$ cat src/source/uart_loader_defines.svh
// uart loader constants
`ifndef UART_LOADER_DEFINES_SVH
`define UART_LOADER_DEFINES_SVH

// serial timing
`define BAUD_DIV 16         // clock cycles per bit

// memory size
`define RAM_AW 10           // 1024 words

// host command bytes
`define CMD_WRITE 8'h01
`define CMD_READ  8'h02
`define CMD_RUN   8'h03
`define CMD_HALT  8'h04

// reply bytes
`define RPL_ERR   8'hEE     // unknown command
`define RPL_FAULT 8'hFF     // cpu fault report

`endif

$ cat src/source/uart_loader_pkg.sv
// uart loader types
`default_nettype none

`include "uart_loader_defines.svh"

package uart_loader_pkg;

typedef logic [7:0]         byte_t;
typedef logic [31:0]        word_t;
typedef logic [31:0]        addr_t;     // host byte address
typedef logic [`RAM_AW-1:0] ram_addr_t; // ram word address

typedef enum logic [1:0] {
    RX_IDLE, RX_START, RX_DATA, RX_STOP
} rx_state_e;

typedef enum logic [1:0] {
    TX_IDLE, TX_START, TX_DATA, TX_STOP
} tx_state_e;

typedef enum logic [2:0] {
    LD_CMD, LD_ADDR, LD_DATA, LD_WRITE, LD_READ, LD_SEND, LD_FAULT
} loader_state_e;

endpackage

`default_nettype wire

$ cat src/source/ram_rw.sv
// host command processor
`timescale 1ns/1ps
`default_nettype none

`include "uart_loader_defines.svh"

module ram_rw(
    input  logic                       clk_i,
    input  logic                       rst_n_i,

    input  uart_loader_pkg::byte_t     rx_data_i,
    input  logic                       rx_done_i,
    output logic                       rx_init_o,

    output uart_loader_pkg::byte_t     tx_data_o,
    output logic                       tx_init_o,
    input  logic                       tx_done_i,

    output uart_loader_pkg::ram_addr_t mem_addr_o,
    output uart_loader_pkg::word_t     mem_wdata_o,
    output logic                       mem_we_o,
    input  uart_loader_pkg::word_t     mem_rdata_i,

    input  logic                       cpu_fault_i,
    output logic                       cpu_rst_n_o
);

uart_loader_pkg::loader_state_e state_q;

uart_loader_pkg::byte_t cmd_q;
uart_loader_pkg::addr_t addr_q;
uart_loader_pkg::word_t wdata_q;
uart_loader_pkg::word_t rpl_q;              // reply bytes with the lsb sent first

logic [1:0] byte_cnt_q;
logic [2:0] rpl_cnt_q;
logic       run_q;
logic       fault_pend_q;
logic       rx_init_q;
logic       tx_init_q;
logic       take_ok;
logic       take;
logic       send;

always_comb begin
    case (state_q)
        uart_loader_pkg::LD_CMD:  take_ok = ~fault_pend_q;
        uart_loader_pkg::LD_ADDR: take_ok = 1'b1;
        uart_loader_pkg::LD_DATA: take_ok = 1'b1;
        default:                  take_ok = 1'b0;
    endcase
end

assign take = rx_done_i & ~rx_init_q & take_ok;     // done is still high during init
assign send = (state_q == uart_loader_pkg::LD_SEND) & tx_done_i & ~tx_init_q;

assign rx_init_o   = rx_init_q;
assign tx_init_o   = tx_init_q;
assign mem_addr_o  = addr_q[`RAM_AW+1:2];           // upper address bits ignored
assign mem_wdata_o = wdata_q;
assign mem_we_o    = (state_q == uart_loader_pkg::LD_WRITE);
assign cpu_rst_n_o = run_q;

always_ff @(posedge clk_i or negedge rst_n_i) begin
    if (!rst_n_i) begin
        state_q      <= uart_loader_pkg::LD_CMD;
        cmd_q        <= '0;
        addr_q       <= '0;
        wdata_q      <= '0;
        rpl_q        <= '0;
        tx_data_o    <= '0;
        byte_cnt_q   <= '0;
        rpl_cnt_q    <= '0;
        run_q        <= 1'b0;
        fault_pend_q <= 1'b0;
        rx_init_q    <= 1'b0;
        tx_init_q    <= 1'b0;
    end else begin
        rx_init_q <= take;
        tx_init_q <= send;
        case (state_q)
            uart_loader_pkg::LD_CMD: begin
                if (fault_pend_q) begin
                    state_q <= uart_loader_pkg::LD_FAULT;
                end else if (take) begin
                    cmd_q      <= rx_data_i;
                    byte_cnt_q <= '0;
                    rpl_cnt_q  <= 3'd1;
                    rpl_q      <= {24'd0, rx_data_i};   // echo
                    case (rx_data_i)
                        `CMD_WRITE, `CMD_READ: state_q <= uart_loader_pkg::LD_ADDR;
                        `CMD_RUN: begin
                            run_q   <= 1'b1;
                            state_q <= uart_loader_pkg::LD_SEND;
                        end
                        `CMD_HALT: begin
                            run_q   <= 1'b0;
                            state_q <= uart_loader_pkg::LD_SEND;
                        end
                        default: begin
                            rpl_q   <= {24'd0, `RPL_ERR};
                            state_q <= uart_loader_pkg::LD_SEND;
                        end
                    endcase
                end
            end
            uart_loader_pkg::LD_ADDR: begin
                if (take) begin
                    addr_q     <= {rx_data_i, addr_q[31:8]};
                    byte_cnt_q <= byte_cnt_q + 2'd1;
                    if (byte_cnt_q == 2'd3) begin
                        state_q <= (cmd_q == `CMD_WRITE) ? uart_loader_pkg::LD_DATA
                                                         : uart_loader_pkg::LD_READ;
                    end
                end
            end
            uart_loader_pkg::LD_DATA: begin
                if (take) begin
                    wdata_q    <= {rx_data_i, wdata_q[31:8]};
                    byte_cnt_q <= byte_cnt_q + 2'd1;
                    if (byte_cnt_q == 2'd3) begin
                        state_q <= uart_loader_pkg::LD_WRITE;
                    end
                end
            end
            uart_loader_pkg::LD_WRITE: state_q <= uart_loader_pkg::LD_SEND;
            uart_loader_pkg::LD_READ: begin
                if (byte_cnt_q == 2'd0) begin
                    byte_cnt_q <= 2'd1;             // wait out ram latency
                end else begin
                    rpl_q     <= mem_rdata_i;
                    rpl_cnt_q <= 3'd4;
                    state_q   <= uart_loader_pkg::LD_SEND;
                end
            end
            uart_loader_pkg::LD_SEND: begin
                if (send) begin
                    tx_data_o <= rpl_q[7:0];
                    rpl_q     <= rpl_q >> 8;
                    rpl_cnt_q <= rpl_cnt_q - 3'd1;
                    if (rpl_cnt_q == 3'd1) begin
                        state_q <= uart_loader_pkg::LD_CMD;
                    end
                end
            end
            uart_loader_pkg::LD_FAULT: begin
                rpl_q        <= {24'd0, `RPL_FAULT};
                rpl_cnt_q    <= 3'd1;
                fault_pend_q <= 1'b0;
                state_q      <= uart_loader_pkg::LD_SEND;
            end
            default: state_q <= uart_loader_pkg::LD_CMD;
        endcase
        if (run_q && cpu_fault_i) begin
            run_q        <= 1'b0;                   // hold the cpu
            fault_pend_q <= 1'b1;
        end
    end
end

a_single_write: assert property (@(posedge clk_i) disable iff (!rst_n_i)
    mem_we_o |-> ($past(take) && cmd_q == `CMD_WRITE) ##1 !mem_we_o);

endmodule

`default_nettype wire

$ cat config.mk
export PLATFORM = sky130hd
export DESIGN_NAME = ram_rw
export DESIGN_NICKNAME = d
export VERILOG_FILES = /design/src/source/uart_loader_pkg.sv /design/src/source/ram_rw.sv
export VERILOG_INCLUDE_DIRS = /design/src /design/src/source
export SDC_FILE = /design/constraint.sdc
export NUM_CORES = 1
export LEC_CHECK = 0
export BUFFER_PORTS_ARGS = -buffer_cell sky130_fd_sc_hd__buf_4
export CAP_MARGIN = 40
export CELL_PAD_IN_SITES_DETAIL_PLACEMENT = 1
export CELL_PAD_IN_SITES_GLOBAL_PLACEMENT = 2
export CORE_MARGIN = 1.5
export CORE_UTILIZATION = 40
export CTS_CLUSTER_DIAMETER = 150
export DETAILED_ROUTE_END_ITERATION = 6
export PLACE_DENSITY = 0.87
export SLEW_MARGIN = 10
export SYNTH_ARGS = -nofsm -noshare
export SYNTH_HDL_FRONTEND = slang
export SYNTH_SLANG_ARGS = --single-unit
$ cat constraint.sdc
create_clock -name clk_i -period 2.8 [get_ports clk_i]
set_clock_uncertainty 0.1 [all_clocks]
set_input_delay 0.14 -clock clk_i [delete_from_list [all_inputs] [get_ports clk_i]]
set_output_delay 0.14 -clock clk_i [all_outputs]
set_load 0.05 [all_outputs]
# Word-level counts from Yosys, hierarchy flattened
# Index checks and enable logic that the tools add are counted.
[classes] n_eq_ne=26 bitwise=7 reduce_logical=21 add_sub_neg=2 n_mux=36
[ops] cell="$mux 32" count=4
[ops] cell="$pmux 32 s4" count=1
[ops] cell="$mux 3" count=15
[ops] cell="$ne 2x2->1 const B" count=9
[ops] cell="$pmux 3 s6" count=1
[ops] cell="$eq 8x1->1 const B" count=2
[ops] cell="$eq 8x2->1 const B" count=2
[ops] cell="$pmux 3 s4" count=1
[ops] cell="$reduce_and 5->1" count=2
[ops] cell="$eq 3x3->1 const B" count=3
[ops] cell="$eq 8x3->1 const B" count=1
[ops] cell="$mux 2" count=4
[ops] cell="$mux 8" count=1
[ops] cell="$reduce_and 8->1" count=1
[ops] cell="$eq 3x1->1 const B" count=2
[ops] cell="$eq 3x2->1 const B" count=2
[ops] cell="$mux 1" count=6
[ops] cell="$ne 2x1->1 const B" count=3
[ops] cell="$pmux 2 s3" count=1
[ops] cell="$reduce_and 2->1" count=3
[ops] cell="$reduce_bool 2->1" count=3
[ops] cell="$reduce_bool 3->1" count=2
[ops] cell="$reduce_or 2->1" count=3
[ops] cell="$and 1x1->1" count=4
[ops] cell="13 further kinds" count=16
[totals] reg_bits=124 word_cells=104 output_inout_bits=54

# Logic depth before layout (Yosys ltp)
# Gate-level depths: netlist (run 1).
[depth] ltp_word=8 depth_mapped=9

# Worst setup path after synthesis (run 1)
# OpenSTA, ideal clock, no wires.
[synth_path] path_kind="reg2reg" startpoint="reg rx_init_q, in the netlist rx_init_o" endpoint="reg rpl_q[10]" required_time_ns=2.565 slack_ns=0.918 stages_incl_launch_ff=8 setup_ns=0.135 arrival_ns=1.647 cell_sequence="dfrtp_1 nor2b_1 nand4_1 a21boi_2 buf_2 buf_2 nand2_1 o31ai_1"
[synth_via] elab_chain_cells=5
[synth_rtl] item="start: declaration" line_no="ram_rw.sv:39" text="logic rx_init_q;"
[synth_rtl] item="start signal: assignment" line_no="ram_rw.sv:79" text="rx_init_q <= take;"
[synth_rtl] item="$not 1->1" line_no="ram_rw.sv:54" text="assign take = rx_done_i & ~rx_init_q & take_ok;"
[synth_rtl] item="$and 1x1->1 (2 in a row)" line_no="ram_rw.sv:54"
[synth_rtl] item="$ne 2x2->1 (no line)"
[synth_rtl] item="$reduce_and 5->1 (no line)"
[synth_rtl] item="end signal: assignment" line_no="ram_rw.sv:89" text="rpl_q <= {24'd0, rx_data_i};"
[synth_rtl] item="end signal: assignment" line_no="ram_rw.sv:101" text="rpl_q <= {24'd0, `RPL_ERR};"
[synth_rtl] item="end signal: assignment" line_no="ram_rw.sv:131" text="rpl_q <= mem_rdata_i;"
[synth_rtl] item="end: declaration" line_no="ram_rw.sv:33" text="uart_loader_pkg::word_t rpl_q;"
# Every way passes these cells.
# A chain may end at the register's enable or synchronous reset.

# Worst setup path after layout (run 1)
[layout_path] startpoint="in rx_data_i[5]" endpoint="reg run_q, in the netlist cpu_rst_n_o"
[layout_via] elab_chain_cells=6 elab_cells_between_ends=9 cone_classes="2 x eq/ne; 5 x mux; 2 x reduce/logical"
[layout_rtl] item="start: declaration" line_no="ram_rw.sv:11" text="input uart_loader_pkg::byte_t rx_data_i,"
[layout_rtl] item="$eq 8x3->1 or $eq 8x2->1 (tied branches)" line_no="ram_rw.sv:90" text="case (rx_data_i)"
[layout_rtl] item="$pmux 1 s2" line_no="ram_rw.sv:90"
[layout_rtl] item="$mux 1" line_no="ram_rw.sv:85" text="end else if (take) begin"
[layout_rtl] item="$mux 1" line_no="ram_rw.sv:83" text="if (fault_pend_q) begin"
[layout_rtl] item="$mux 1" line_no="ram_rw.sv:81" text="case (state_q)"
[layout_rtl] item="$mux 1" line_no="ram_rw.sv:154" text="if (run_q && cpu_fault_i) begin"
[layout_rtl] item="end signal: assignment" line_no="ram_rw.sv:93" text="run_q <= 1'b1;"
[layout_rtl] item="end signal: assignment" line_no="ram_rw.sv:97" text="run_q <= 1'b0;"
[layout_rtl] item="end signal: assignment" line_no="ram_rw.sv:155" text="run_q <= 1'b0;"
[layout_rtl] item="end: declaration" line_no="ram_rw.sv:37" text="logic run_q;"
# Parallel ways exist; a longest one is shown, timed or not. The select of a mux whose other input is x is not followed.

==> results.json, run 1 <==
{
  "status": "finished clean",
  "startpoint": "rx_data_i[5]",
  "portBuffers": 98,
  "critPathCapture": "cpu_rst_n_o",
  "drv_slew": 0,
  "top_usage_layer": "met2",
  "antenna_found_initial": 0,
  "netlist_area_sq_mm": 0.005398,
  "diodes": 0,
  "die_w_um": 119.2,
  "drt_first_pass_iters": 4,
  "syn_avg_cell_area_sq_um": 12.47,
  "dp_hpwl_um": 8632,
  "fin_setup_tns_ns": 0,
  "drt_iter0_markers": 149,
  "max_freq_mhz": 408.3,
  "synth_top_cell_by_area": "dfrtp_1",
  "numCtsBuffers": 17,
  "core_sq_mm": 0.01319,
  "htree_levels": 4,
  "async_flop_share_pct": 100.0,
  "clk_latency_ns": 0.41,
  "arrival_ns": 2.70,
  "maxCapViolations": 0,
  "drc": 0,
  "netlist_instances": 433,
  "critPathRequiredTime_ns": 3.05,
  "clockBufferDepth": 2,
  "cts.sinks": 122,
  "endpoint_kind": "flip-flop",
  "die_h_um": 119.2,
  "grt_max_degree": 59,
  "cts.clk_slew.worst_paths_ns": 0.05,
  "cts_tree": "done",
  "overflow": 0,
  "grt_pass1_vias": 4189,
  "yosys_warnings": 0,
  "critPathKind": "in2reg",
  "track_usage_pct": 20.09,
  "via_count": 3831,
  "rr_startpoint": "state_q[2]",
  "final_nets": 607,
  "start_util_pct": 40.92,
  "grt.met2_usage_pct": 34.57,
  "worstMarginPinSlew_ns": 0.6288,
  "n_fill_cell": 1337,
  "synth-edff-count": 0,
  "dp_slack_ns": 0.6080,
  "via_per_inst": 5.149,
  "power.density_mw_per_mm2": 1132,
  "area_growth_pct": 32.48,
  "final_layout_size_suffix_gt1_share_pct": 36.62,
  "postPlaceCellArea_sq_mm": 0.006236,
  "ys_seq_area_share_pct": 56.56,
  "min_path_type": "in2reg",
  "place.gp.congestion": 0.8194,
  "rsz0062_at_grt": "false",
  "cts-root-buf": "clkbuf_16",
  "fin_ws_ns": 0.3507,
  "period_needed_ns": 2.449,
  "regArea_sq_mm": 0.003054,
  "wl_per_cell_um": 18.09,
  "ios": 99,
  "finalSetupViolCount": 0,
  "fp.dieArea_sq_mm": 0.01420,
  "ys_top_cells_by_area": "dfrtp_1 (57%), mux2_2 (13%), mux2i_1 (3.9%), nand2_1 (3.2%), mux2_1 (2.7%)",
  "r2r.worst_path.cells": 5,
  "r2r-end": "cpu_rst_n_o",
  "ys_types": 51,
  "reg2reg_slack_ns": 0.38,
  "finalHoldViolations": 0,
  "ant_nets": 0,
  "synth_common_cells": "dfrtp_1 (122), mux2_2 (64), nand2_1 (46), mux2i_1 (21), o21ai_0 (19)",
  "start_kind": "primary input",
  "synth-seq-cells": 122,
  "design_area_sq_mm": 0.007151,
  "synth_most_common_cell": "dfrtp_1",
  "netlist.area_leader.share_pct": 56.56,
  "fin_crit_sh_pct": 87.47,
  "multi_input_area_sq_mm": 0.002107,
  "num_rows": 42,
  "use_met1_pct": 23.95,
  "max_slew_margin_pct": 58.08,
  "routed_wl_um": 13460,
  "use_met3_pct": 5.125,
  "p_leak_nw": 3.437,
  "irDropWorstVdd_v": 0.0005341,
  "path_max_fanout": 4,
  "syn-num-nets": 482,
  "synthFlopType": "dfrtp_1",
  "grt_pass1_wl_um": 21880
}
worst max-delay path: stages:
cell and delay [ns]:
dlygate4sd3_1 0.54, buf_4 0.15, or4_4 0.54, or3_4 0.38
o41ai_1 0.35, dlygate4sd3_1 0.59
timing repair:
action,in CTS,in global routing
hold buffers,34,0
buffers inserted,0,0
endpoints found under the hold margin,90,0
resized for setup,0,0
setup endpoints to repair,0,0
kinds of logic after synthesis:
logic type               synth area share (%)
buffers and inverters                   4.659
adder cells (fa/ha/maj)                0.9273
multiplexers                            19.96
XOR/XNOR                               0.4869
AND/OR/NAND/NOR                         7.742
AO/OA/AOI/OAI                           9.666
flip-flops                              56.56
report_power, final:
part / switching, mW / total [mW] / internal, mW / leakage (nW)
Sequential: 0.450 / 2.81 / 2.36 / 1.57
Combinational: 1.89 / 3.12 / 1.23 / 1.59
Clock: 0.758 / 2.17 / 1.41 / 0.276
Total: 3.10 / 8.09 / 5.00 / 3.44
stage by stage:
| stage | util (%) | power [mW] | instances | hold WS [ns] |
|---|---|---|---|---|
| finish | 54.21 | 8.095 | 744 | 0.008913 |
| global route | 54.21 | 8.534 | 744 | 0.03923 |
| CTS | 54.21 | 8.162 | 744 | 0.003020 |
| detailed placement | 47.28 | 5.905 | 681 | 0.09337 |
| global placement | 47.28 | 5.745 | 681 | 0.09044 |
| floorplan | - | 5.083 | 433 | -0.2556 |
sequential cells by signal, indices dropped and copies added, names as in the netlist:
signal        count
cmd_q             8
addr_q           30
tx_init_o         1
rx_init_o         1
fault_pend_q      1
rpl_cnt_q         3
byte_cnt_q        2
cpu_rst_n_o       1
state_q           3
rpl_q            32
mem_wdata_o      32
tx_data_o         8
cell usage in the layout (no fill, tap or decap), types with 4 or more instances in the layout:
| master | count |
|---|---|
| ha_1 | 4 |
| nand2b_1 | 4 |
| mux2_2 | 64 |
| mux2i_1 | 21 |
| mux2_1 | 13 |
| clkbuf_16 | 17 |
| nor2b_1 | 5 |
| dlygate4sd3_1 | 34 |
| o31ai_1 | 17 |
| nand3_1 | 4 |
| a21oi_1 | 7 |
| o21ai_0 | 19 |
| a211oi_1 | 7 |
| dfrtp_1 | 121 |
| buf_4 | 105 |
| clkbuf_1 | 4 |
| inv_1 | 6 |
| nor2_1 | 12 |
| a21o_1 | 7 |
| nand2_1 | 46 |
| o21ai_1 | 4 |
per-layer routing:
metal	wire (um)	up-vias
met5	0	-
met3	504	25
met4	285	0
li1	-	1770
met2	6932	88
met1	5737	1948
area by class of cell:
class	instances	share of cell area [%]
timing repair buffer	141	16.34
inverter	7	0.3675
tap	176	3.080
clock buffer	22	6.352
multi-input combinational	269	29.47
clock inverter	7	1.680
sequential	122	42.71
worst min-delay path by stage:
| stage | start | end | slack, ns | cells past startpoint |
|---|---|---|---|---|
| floorplan | rst_n_i | addr_q[10] | -0.26 | 0 |
| global placement | rst_n_i | rx_init_o | 0.09 | 1 |
| detailed placement | rst_n_i | state_q[0] | 0.09 | 1 |
| CTS | mem_rdata_i[15] | rpl_q[15] | 0.003 | 3 |
| global route | mem_rdata_i[15] | rpl_q[15] | 0.04 | 3 |
| finish | mem_rdata_i[15] | rpl_q[15] | 0.009 | 3 |
Power figures use the tool's default switching activity.
==> run 2, diff against run 1 <==
--- a/config.mk
+++ b/config.mk
@@ -14,7 +14,7 @@
 export CORE_UTILIZATION = 40
 export CTS_CLUSTER_DIAMETER = 150
 export DETAILED_ROUTE_END_ITERATION = 6
-export PLACE_DENSITY = 0.87
+export PLACE_DENSITY = 0.88
 export SLEW_MARGIN = 10
 export SYNTH_ARGS = -nofsm -noshare
 export SYNTH_HDL_FRONTEND = slang
==> run 2 against run 1 <==
Die area is the same. Combinational power grew 2%. Sequential share of layout area shrank 0.59 points. Cell count grew 0.67%. Setup slack gained 0.072 ns. Clock-buffer cell count shrank 4. Non-clock buffer count grew 2. Largest cell class unchanged.
==> results.json, run 2 (synthesis results as in run 1) <==
{
  "drt_first_pass_iters": 4,
  "finalSetupViolCount": 0,
  "p_leak_nw": 3.486,
  "die_w_um": 119.2,
  "fin_setup_tns_ns": 0,
  "max_slew_margin_pct": 45.93,
  "num_rows": 42,
  "irDropWorstVdd_v": 0.0004913,
  "arrival_ns": 2.64,
  "worst_path_max_delay_cell": "dlygate4sd3_1",
  "cts.clk_slew.worst_paths_ns": 0.06,
  "fin_ws_ns": 0.4227,
  "final_nets": 609,
  "fin_util_pct": 54.97,
  "n_fill_cell": 1347,
  "clockBufferDepth": 2,
  "area_growth_pct": 34.33,
  "htree_levels": 4,
  "drc": 0,
  "final_common_cell": "dfrtp_1",
  "antenna_found_initial": 0,
  "core_sq_mm": 0.01319,
  "ios": 99,
  "grt_pass1_wl_um": 21800,
  "diodes": 0,
  "start_kind": "primary input",
  "grt_max_degree": 69,
  "maxCapViolations": 0,
  "max_freq_mhz": 420.6,
  "mostFrequentLayoutCells": "dfrtp_1 (121), buf_4 (107), mux2_2 (64), nand2_1 (46), dlygate4sd3_1 (35)",
  "dp_slack_ns": 0.6079,
  "drt_iter0_markers": 189,
  "start_util_pct": 40.92,
  "final_cells": 749,
  "cts_setup_buffers": 0,
  "dp_cells": 682,
  "pwr-share-comb_pct": 37.6,
  "via_per_inst": 5.085,
  "fp.dieArea_sq_mm": 0.01420,
  "min_path_type": "in2reg",
  "p_int_mw": 5.263,
  "cp_common_cell": "dlygate4sd3_1",
  "via_count": 3809,
  "overflow": 0,
  "critPathKind": "in2reg",
  "clk_latency_ns": 0.42,
  "fin_crit_sh_pct": 84.90,
  "die_h_um": 119.2,
  "place.gp.congestion": 0.7625,
  "cts_tree": "done",
  "endpoint_kind": "flip-flop",
  "dp_hpwl_um": 8764,
  "grt_pass1_vias": 4133,
  "wl_per_cell_um": 18.01,
  "portBuffers": 98,
  "ant_nets": 0,
  "worstMarginPinSlew_ns": 0.8110,
  "critPathRequiredTime_ns": 3.06,
  "cts.sinks": 122,
  "crit_path_cell_trace": "dlygate4sd3_1 -> buf_4 -> or4_4 -> or3_4 -> o41ai_1 -> dlygate4sd3_1",
  "period_needed_ns": 2.377,
  "p_switching_mw": 3.164,
  "routed_wl_um": 13490,
  "track_usage_pct": 20.30,
  "numCtsBuffers": 17,
  "final_layout_size_suffix_gt1_share_pct": 37.52,
  "power.density_mw_per_mm2": 1162,
  "drv_slew": 0,
  "path_max_fanout": 4,
  "clockPowerShare_pct": 29.7,
  "finalHoldViolations": 0,
  "slowest_delay_ns": 0.58,
  "swShare_pct": 37.54,
  "p_seq_share_pct": 32.7,
  "status": "finished clean",
  "rsz0062_at_grt": "false",
  "cts-root-buf": "clkbuf_16"
}
run 2: cell types whose count changed in the layout (fill, tap and decap cells not counted), sizes merged:
cell / before / now
bufinv: 3 / 6
clkinvlp: 1 / 2
buf: 107 / 108
clkbuf: 22 / 18
dlygate4sd3: 34 / 35
inv: 7 / 10
run 2: routing by layer:
metal  vias to the layer above  GRT usage, %  routed length, um  share of wire [%]
met2                        86         34.47               7046                 52
met5                         -             0                  0                  0
li1                       1784             -                  -                  -
met4                         0         9.036                220                1.6
met1                      1918         24.10               5678                 42
met3                        21         5.556                546                4.0
run 2: repair_timing:
item,CTS,global route
hold endpoints to repair,107,0
hold buffers,35,0
gates resized for setup,0,0
run 2: cell type report:
type                            instances  area, sq um  area share [%]
Clock inverter                         14        240.2           3.313
Sequential cell                       122         3054           42.12
Clock buffer                           18        429.2           5.919
Timing Repair Buffer                  143         1174           16.19
Tap cell                              176        220.2           3.037
Multi-Input combinational cell        269         2107           29.06
Inverter                                7        26.28          0.3624
run 2: power groups by stage:
| stage | combinational, mW | clock (mW) | sequential, mW |
|---|---|---|---|
| after floorplan | 2.01 | 0 | 3.07 |
| after global placement | 3.03 | 0 | 2.73 |
| after detailed placement | 3.13 | 0 | 2.78 |
| after CTS | 3.19 | 2.54 | 2.76 |
| after global routing | 3.40 | 2.63 | 2.84 |
| final | 3.17 | 2.50 | 2.75 |
run 2: final timing paths:
path                             endpoint            start  slack, ns  cells past startpoint
setup reg to reg              cpu_rst_n_o       state_q[2]       0.50                      5
setup / recovery              cpu_rst_n_o     rx_data_i[5]       0.42                      6
hold / removal                  rpl_q[20]  mem_rdata_i[20]       0.04                      3
hold reg to reg                  rpl_q[5]         rpl_q[5]       0.38                      1
max in group asynchronous  mem_wdata_o[3]          rst_n_i       1.48                      3
min in group asynchronous    tx_data_o[4]          rst_n_i       0.26                      2
run 2: through the flow:
step / total power [mW] / cell area (sq um) / hold slack [ns]
after detailed placement: 5.910 / 6231 / 0.1828
final: 8.427 / 7251 / 0.04098
after global routing: 8.866 / 7251 / 0.02777
after floorplan: 5.083 / 5398 / -0.2556
after global placement: 5.763 / 6231 / 0.1791
after CTS: 8.493 / 7251 / 0.01644
run 2: critical path, delay by kind of cell:
family | cells | cell delay (ns)
simple gates | 2 | 0.91
buf+inv | 3 | 1.29
compound gates | 1 | 0.30
==> run 3, diff against run 2 <==
--- a/config.mk
+++ b/config.mk
@@ -6,15 +6,16 @@
 export SDC_FILE = /design/constraint.sdc
 export NUM_CORES = 1
 export LEC_CHECK = 0
+export ABC_AREA = 1
 export BUFFER_PORTS_ARGS = -buffer_cell sky130_fd_sc_hd__buf_4
 export CAP_MARGIN = 40
 export CELL_PAD_IN_SITES_DETAIL_PLACEMENT = 1
 export CELL_PAD_IN_SITES_GLOBAL_PLACEMENT = 2
 export CORE_MARGIN = 1.5
-export CORE_UTILIZATION = 40
+export CORE_UTILIZATION = 30
 export CTS_CLUSTER_DIAMETER = 150
 export DETAILED_ROUTE_END_ITERATION = 6
-export PLACE_DENSITY = 0.88
+export PLACE_DENSITY = 0.78
 export SLEW_MARGIN = 10
 export SYNTH_ARGS = -nofsm -noshare
 export SYNTH_HDL_FRONTEND = slang
==> constraint.sdc (replaced) <==
create_clock -name clk_i -period 2.1 [get_ports clk_i]
set_clock_uncertainty 0.1 [all_clocks]
set_input_delay 0.105 -clock clk_i [delete_from_list [all_inputs] [get_ports clk_i]]
set_output_delay 0.105 -clock clk_i [all_outputs]
set_load 0.05 [all_outputs]
==> run 3 against run 2 <==
Cell count increased by 38%. Highest routed layer unchanged. Global-route usage is 3.8 points lower. Setup slack got worse by 0.17 ns. Register-to-register slack lost 0.25 ns. Die area increased by 40%. Utilization fell by 14 points. Critical path depth rose by 4. Via count rose by 26%. First-iteration DRC count decreased by 1.6%. Synthesized cell count grew 50%.
==> results.json, run 3 <==
{
  "dp_slack_ns": 0.1087,
  "yosys_warnings": 0,
  "grt_pass1_vias": 5067,
  "final_nets": 834,
  "synthFlopType": "dfrtp_1",
  "crit_path_cell_trace": "nand2_4 -> nand2_1 -> nand2_1 -> nand2_1 -> nor2_1 -> nand2_2 -> inv_2 -> buf_12 -> nand2_1 -> o21ai_1",
  "final_common_cell": "nand2_1",
  "clk_latency_ns": 0.42,
  "irDropWorstVdd_v": 0.0007042,
  "drt_first_pass_iters": 4,
  "ys_seq_area_share_pct": 53.46,
  "synth-seq-cells": 122,
  "num_rows": 50,
  "via_per_inst": 4.645,
  "p_seq_share_pct": 31.2,
  "regArea_sq_mm": 0.003057,
  "max_slew_margin_pct": 64.08,
  "swShare_pct": 41.34,
  "met2_length_um": 7569,
  "critPathRequiredTime_ns": 2.34,
  "netlist_area_sq_mm": 0.005710,
  "track_usage_pct": 16.50,
  "ant_nets": 0,
  "synth_top_family_by_area": "simple AND/OR/NAND/NOR gates",
  "numCtsBuffers": 17,
  "status": "finished clean",
  "design_area_sq_mm": 0.007664,
  "critPathKind": "reg2reg",
  "synth_top_cell_by_area": "dfrtp_1",
  "core_sq_mm": 0.01871,
  "postPlaceCellArea_sq_mm": 0.006618,
  "fin_ws_ns": 0.2546,
  "cts-root-buf": "clkbuf_16",
  "p_int_mw": 6.916,
  "fin_setup_tns_ns": 0,
  "synth-edff-count": 0,
  "synth_compound_area_share_pct": 11.11,
  "netlist_instances": 650,
  "die_w_um": 141.0,
  "p_leak_nw": 3.951,
  "p_switching_mw": 4.873,
  "worstMarginPinSlew_ns": 0.5388,
  "diodes": 0,
  "cp_common_cell": "nand2_1",
  "min_path_type": "in2reg",
  "routed-wl-met3_um": 570,
  "drc": 0,
  "max_freq_mhz": 541.9,
  "synthMuxAreaShare_pct": 1.315,
  "top_layer": "met4",
  "path_max_fanout": 32,
  "final_layout_size_suffix_gt1_share_pct": 24.94,
  "drt_iter0_markers": 186,
  "synthAdderAreaFrac_pct": 0.8764,
  "worst_path_max_delay_cell": "dfrtp_2",
  "yosys.area_share.xor_xnor_pct": 0.1534,
  "grt_max_degree": 55,
  "fin_crit_sh_pct": 87.88,
  "syn_avg_cell_area_sq_um": 8.785,
  "area_growth_pct": 34.20,
  "maxCapViolations": 0,
  "netlist.area_leader.share_pct": 53.46,
  "period_needed_ns": 1.845,
  "multi_input_area_sq_mm": 0.002127,
  "finalSetupViolCount": 0,
  "fin_util_pct": 40.97,
  "rsz0062_at_grt": "false",
  "htree_levels": 4,
  "grt_pass1_wl_um": 25740,
  "place.gp.congestion": 0.8397,
  "antenna_found_initial": 0,
  "clockBufferDepth": 2,
  "pwr-share-comb_pct": 41.9,
  "power.density_mw_per_mm2": 1538,
  "ios": 99,
  "start_kind": "flip-flop",
  "yosys.area_share.simple_pct": 23.79,
  "slowest_delay_ns": 0.51,
  "drv_slew": 0,
  "syn-num-nets": 699,
  "portBuffers": 98,
  "wirelength_met1_um": 7065,
  "via_count": 4794,
  "async_flop_share_pct": 100.0,
  "dp_hpwl_um": 10800,
  "mostFrequentLayoutCells": "nand2_1 (216), dfrtp_1 (119), buf_4 (110), inv_1 (57), o21ai_0 (55)",
  "arrival_ns": 2.09,
  "clockPowerShare_pct": 26.9,
  "synth_common_cells": "nand2_1 (216), dfrtp_1 (122), inv_1 (57), o21ai_0 (55), nand3_1 (39)",
  "cts.clk_slew.worst_paths_ns": 0.06,
  "die_h_um": 141.0,
  "ys_types": 35,
  "cts_tree": "done",
  "start_util_pct": 30.53,
  "cts.sinks": 122,
  "wl_per_cell_um": 15.01,
  "synth_most_common_cell": "nand2_1",
  "finalHoldViolations": 0,
  "endpoint_kind": "flip-flop",
  "routed_wl_um": 15490,
  "n_fill_cell": 2177,
  "ys_top_cells_by_area": "dfrtp_1 (53%), nand2_1 (14%), o21ai_0 (4.8%), inv_1 (3.7%), nand3_1 (3.4%)",
  "overflow": 0,
  "fp.dieArea_sq_mm": 0.01987
}
[run 3: path summary, 6_finish.rpt]
kind                                  end  slack (ns)  cells after the start          from
max in group asynchronous      addr_q[19]        1.01                      3       rst_n_i
min                             tx_init_o       0.003                      3     tx_done_i
min in group asynchronous  mem_wdata_o[6]        0.10                      2       rst_n_i
min reg2reg                  tx_data_o[5]        0.38                      2  tx_data_o[5]
max reg2reg                      rpl_q[4]        0.25                     10    state_q[0]
max                              rpl_q[4]        0.25                     10    state_q[0]
[run 3: power by group through the flow]
stage	clock network, mW	logic [mW]	registers (mW)
after detailed placement	0	4.94	3.72
after floorplan	0	3.32	4.03
after CTS	3.26	5.03	3.68
after global placement	0	4.78	3.65
final	3.18	4.94	3.67
after global routing	3.36	5.49	3.78
[run 3: stage by stage]
| stage | power, mW | hold slack (ns) | std cells |
|---|---|---|---|
| after global placement | 8.431 | 0.01824 | 959 |
| final | 11.79 | 0.002574 | 1032 |
| after detailed placement | 8.661 | 0.02985 | 959 |
| after global routing | 12.63 | 0.03249 | 1032 |
| after CTS | 11.98 | 0.0001205 | 1032 |
| after floorplan | 7.351 | -0.2906 | 650 |
[run 3: layer usage]
| metal | up-vias | GRT usage, % |
|---|---|---|
| met1 | 2346 | 20.49 |
| met4 | 0 | 5.921 |
| met2 | 103 | 28.36 |
| li1 | 2323 | - |
| met3 | 22 | 3.465 |
| met5 | - | 0 |
[run 3: layout make-up]
class	instances	share of cell area, %
sequential	122	39.89
timing repair buffer	155	17.18
inverter	63	3.118
tap	234	3.820
multi-input combinational	426	27.76
clock inverter	12	2.547
clock buffer	20	5.698
[run 3: repair_timing]
action | 4_1_cts | 5_1_grt
endpoints found under the hold margin | 86 | 0
buffers inserted | 0 | 0
hold buffers | 41 | 0
setup endpoints to repair | 0 | 56
gates resized for setup | 0 | 3
[run 3: cell families (layout without fill, tap and decap cells)]
group / after synthesis / count (layout)
flops: 122 / 122
mux: 6 / 6
xor+xnor: 1 / 1
buf+inv: 102 / 250
compound gates: 107 / 107
simple gates: 308 / 308
fa+ha+maj: 4 / 4
[run 3: worst max-delay path: cells and delay by family (launching register included)]
kind / cells / cell delay (ns)
AND/OR/NAND/NOR: 7 / 0.75
flip-flops: 1 / 0.51
buffers and inverters: 2 / 0.29
AO/OA/AOI/OAI: 1 / 0.09
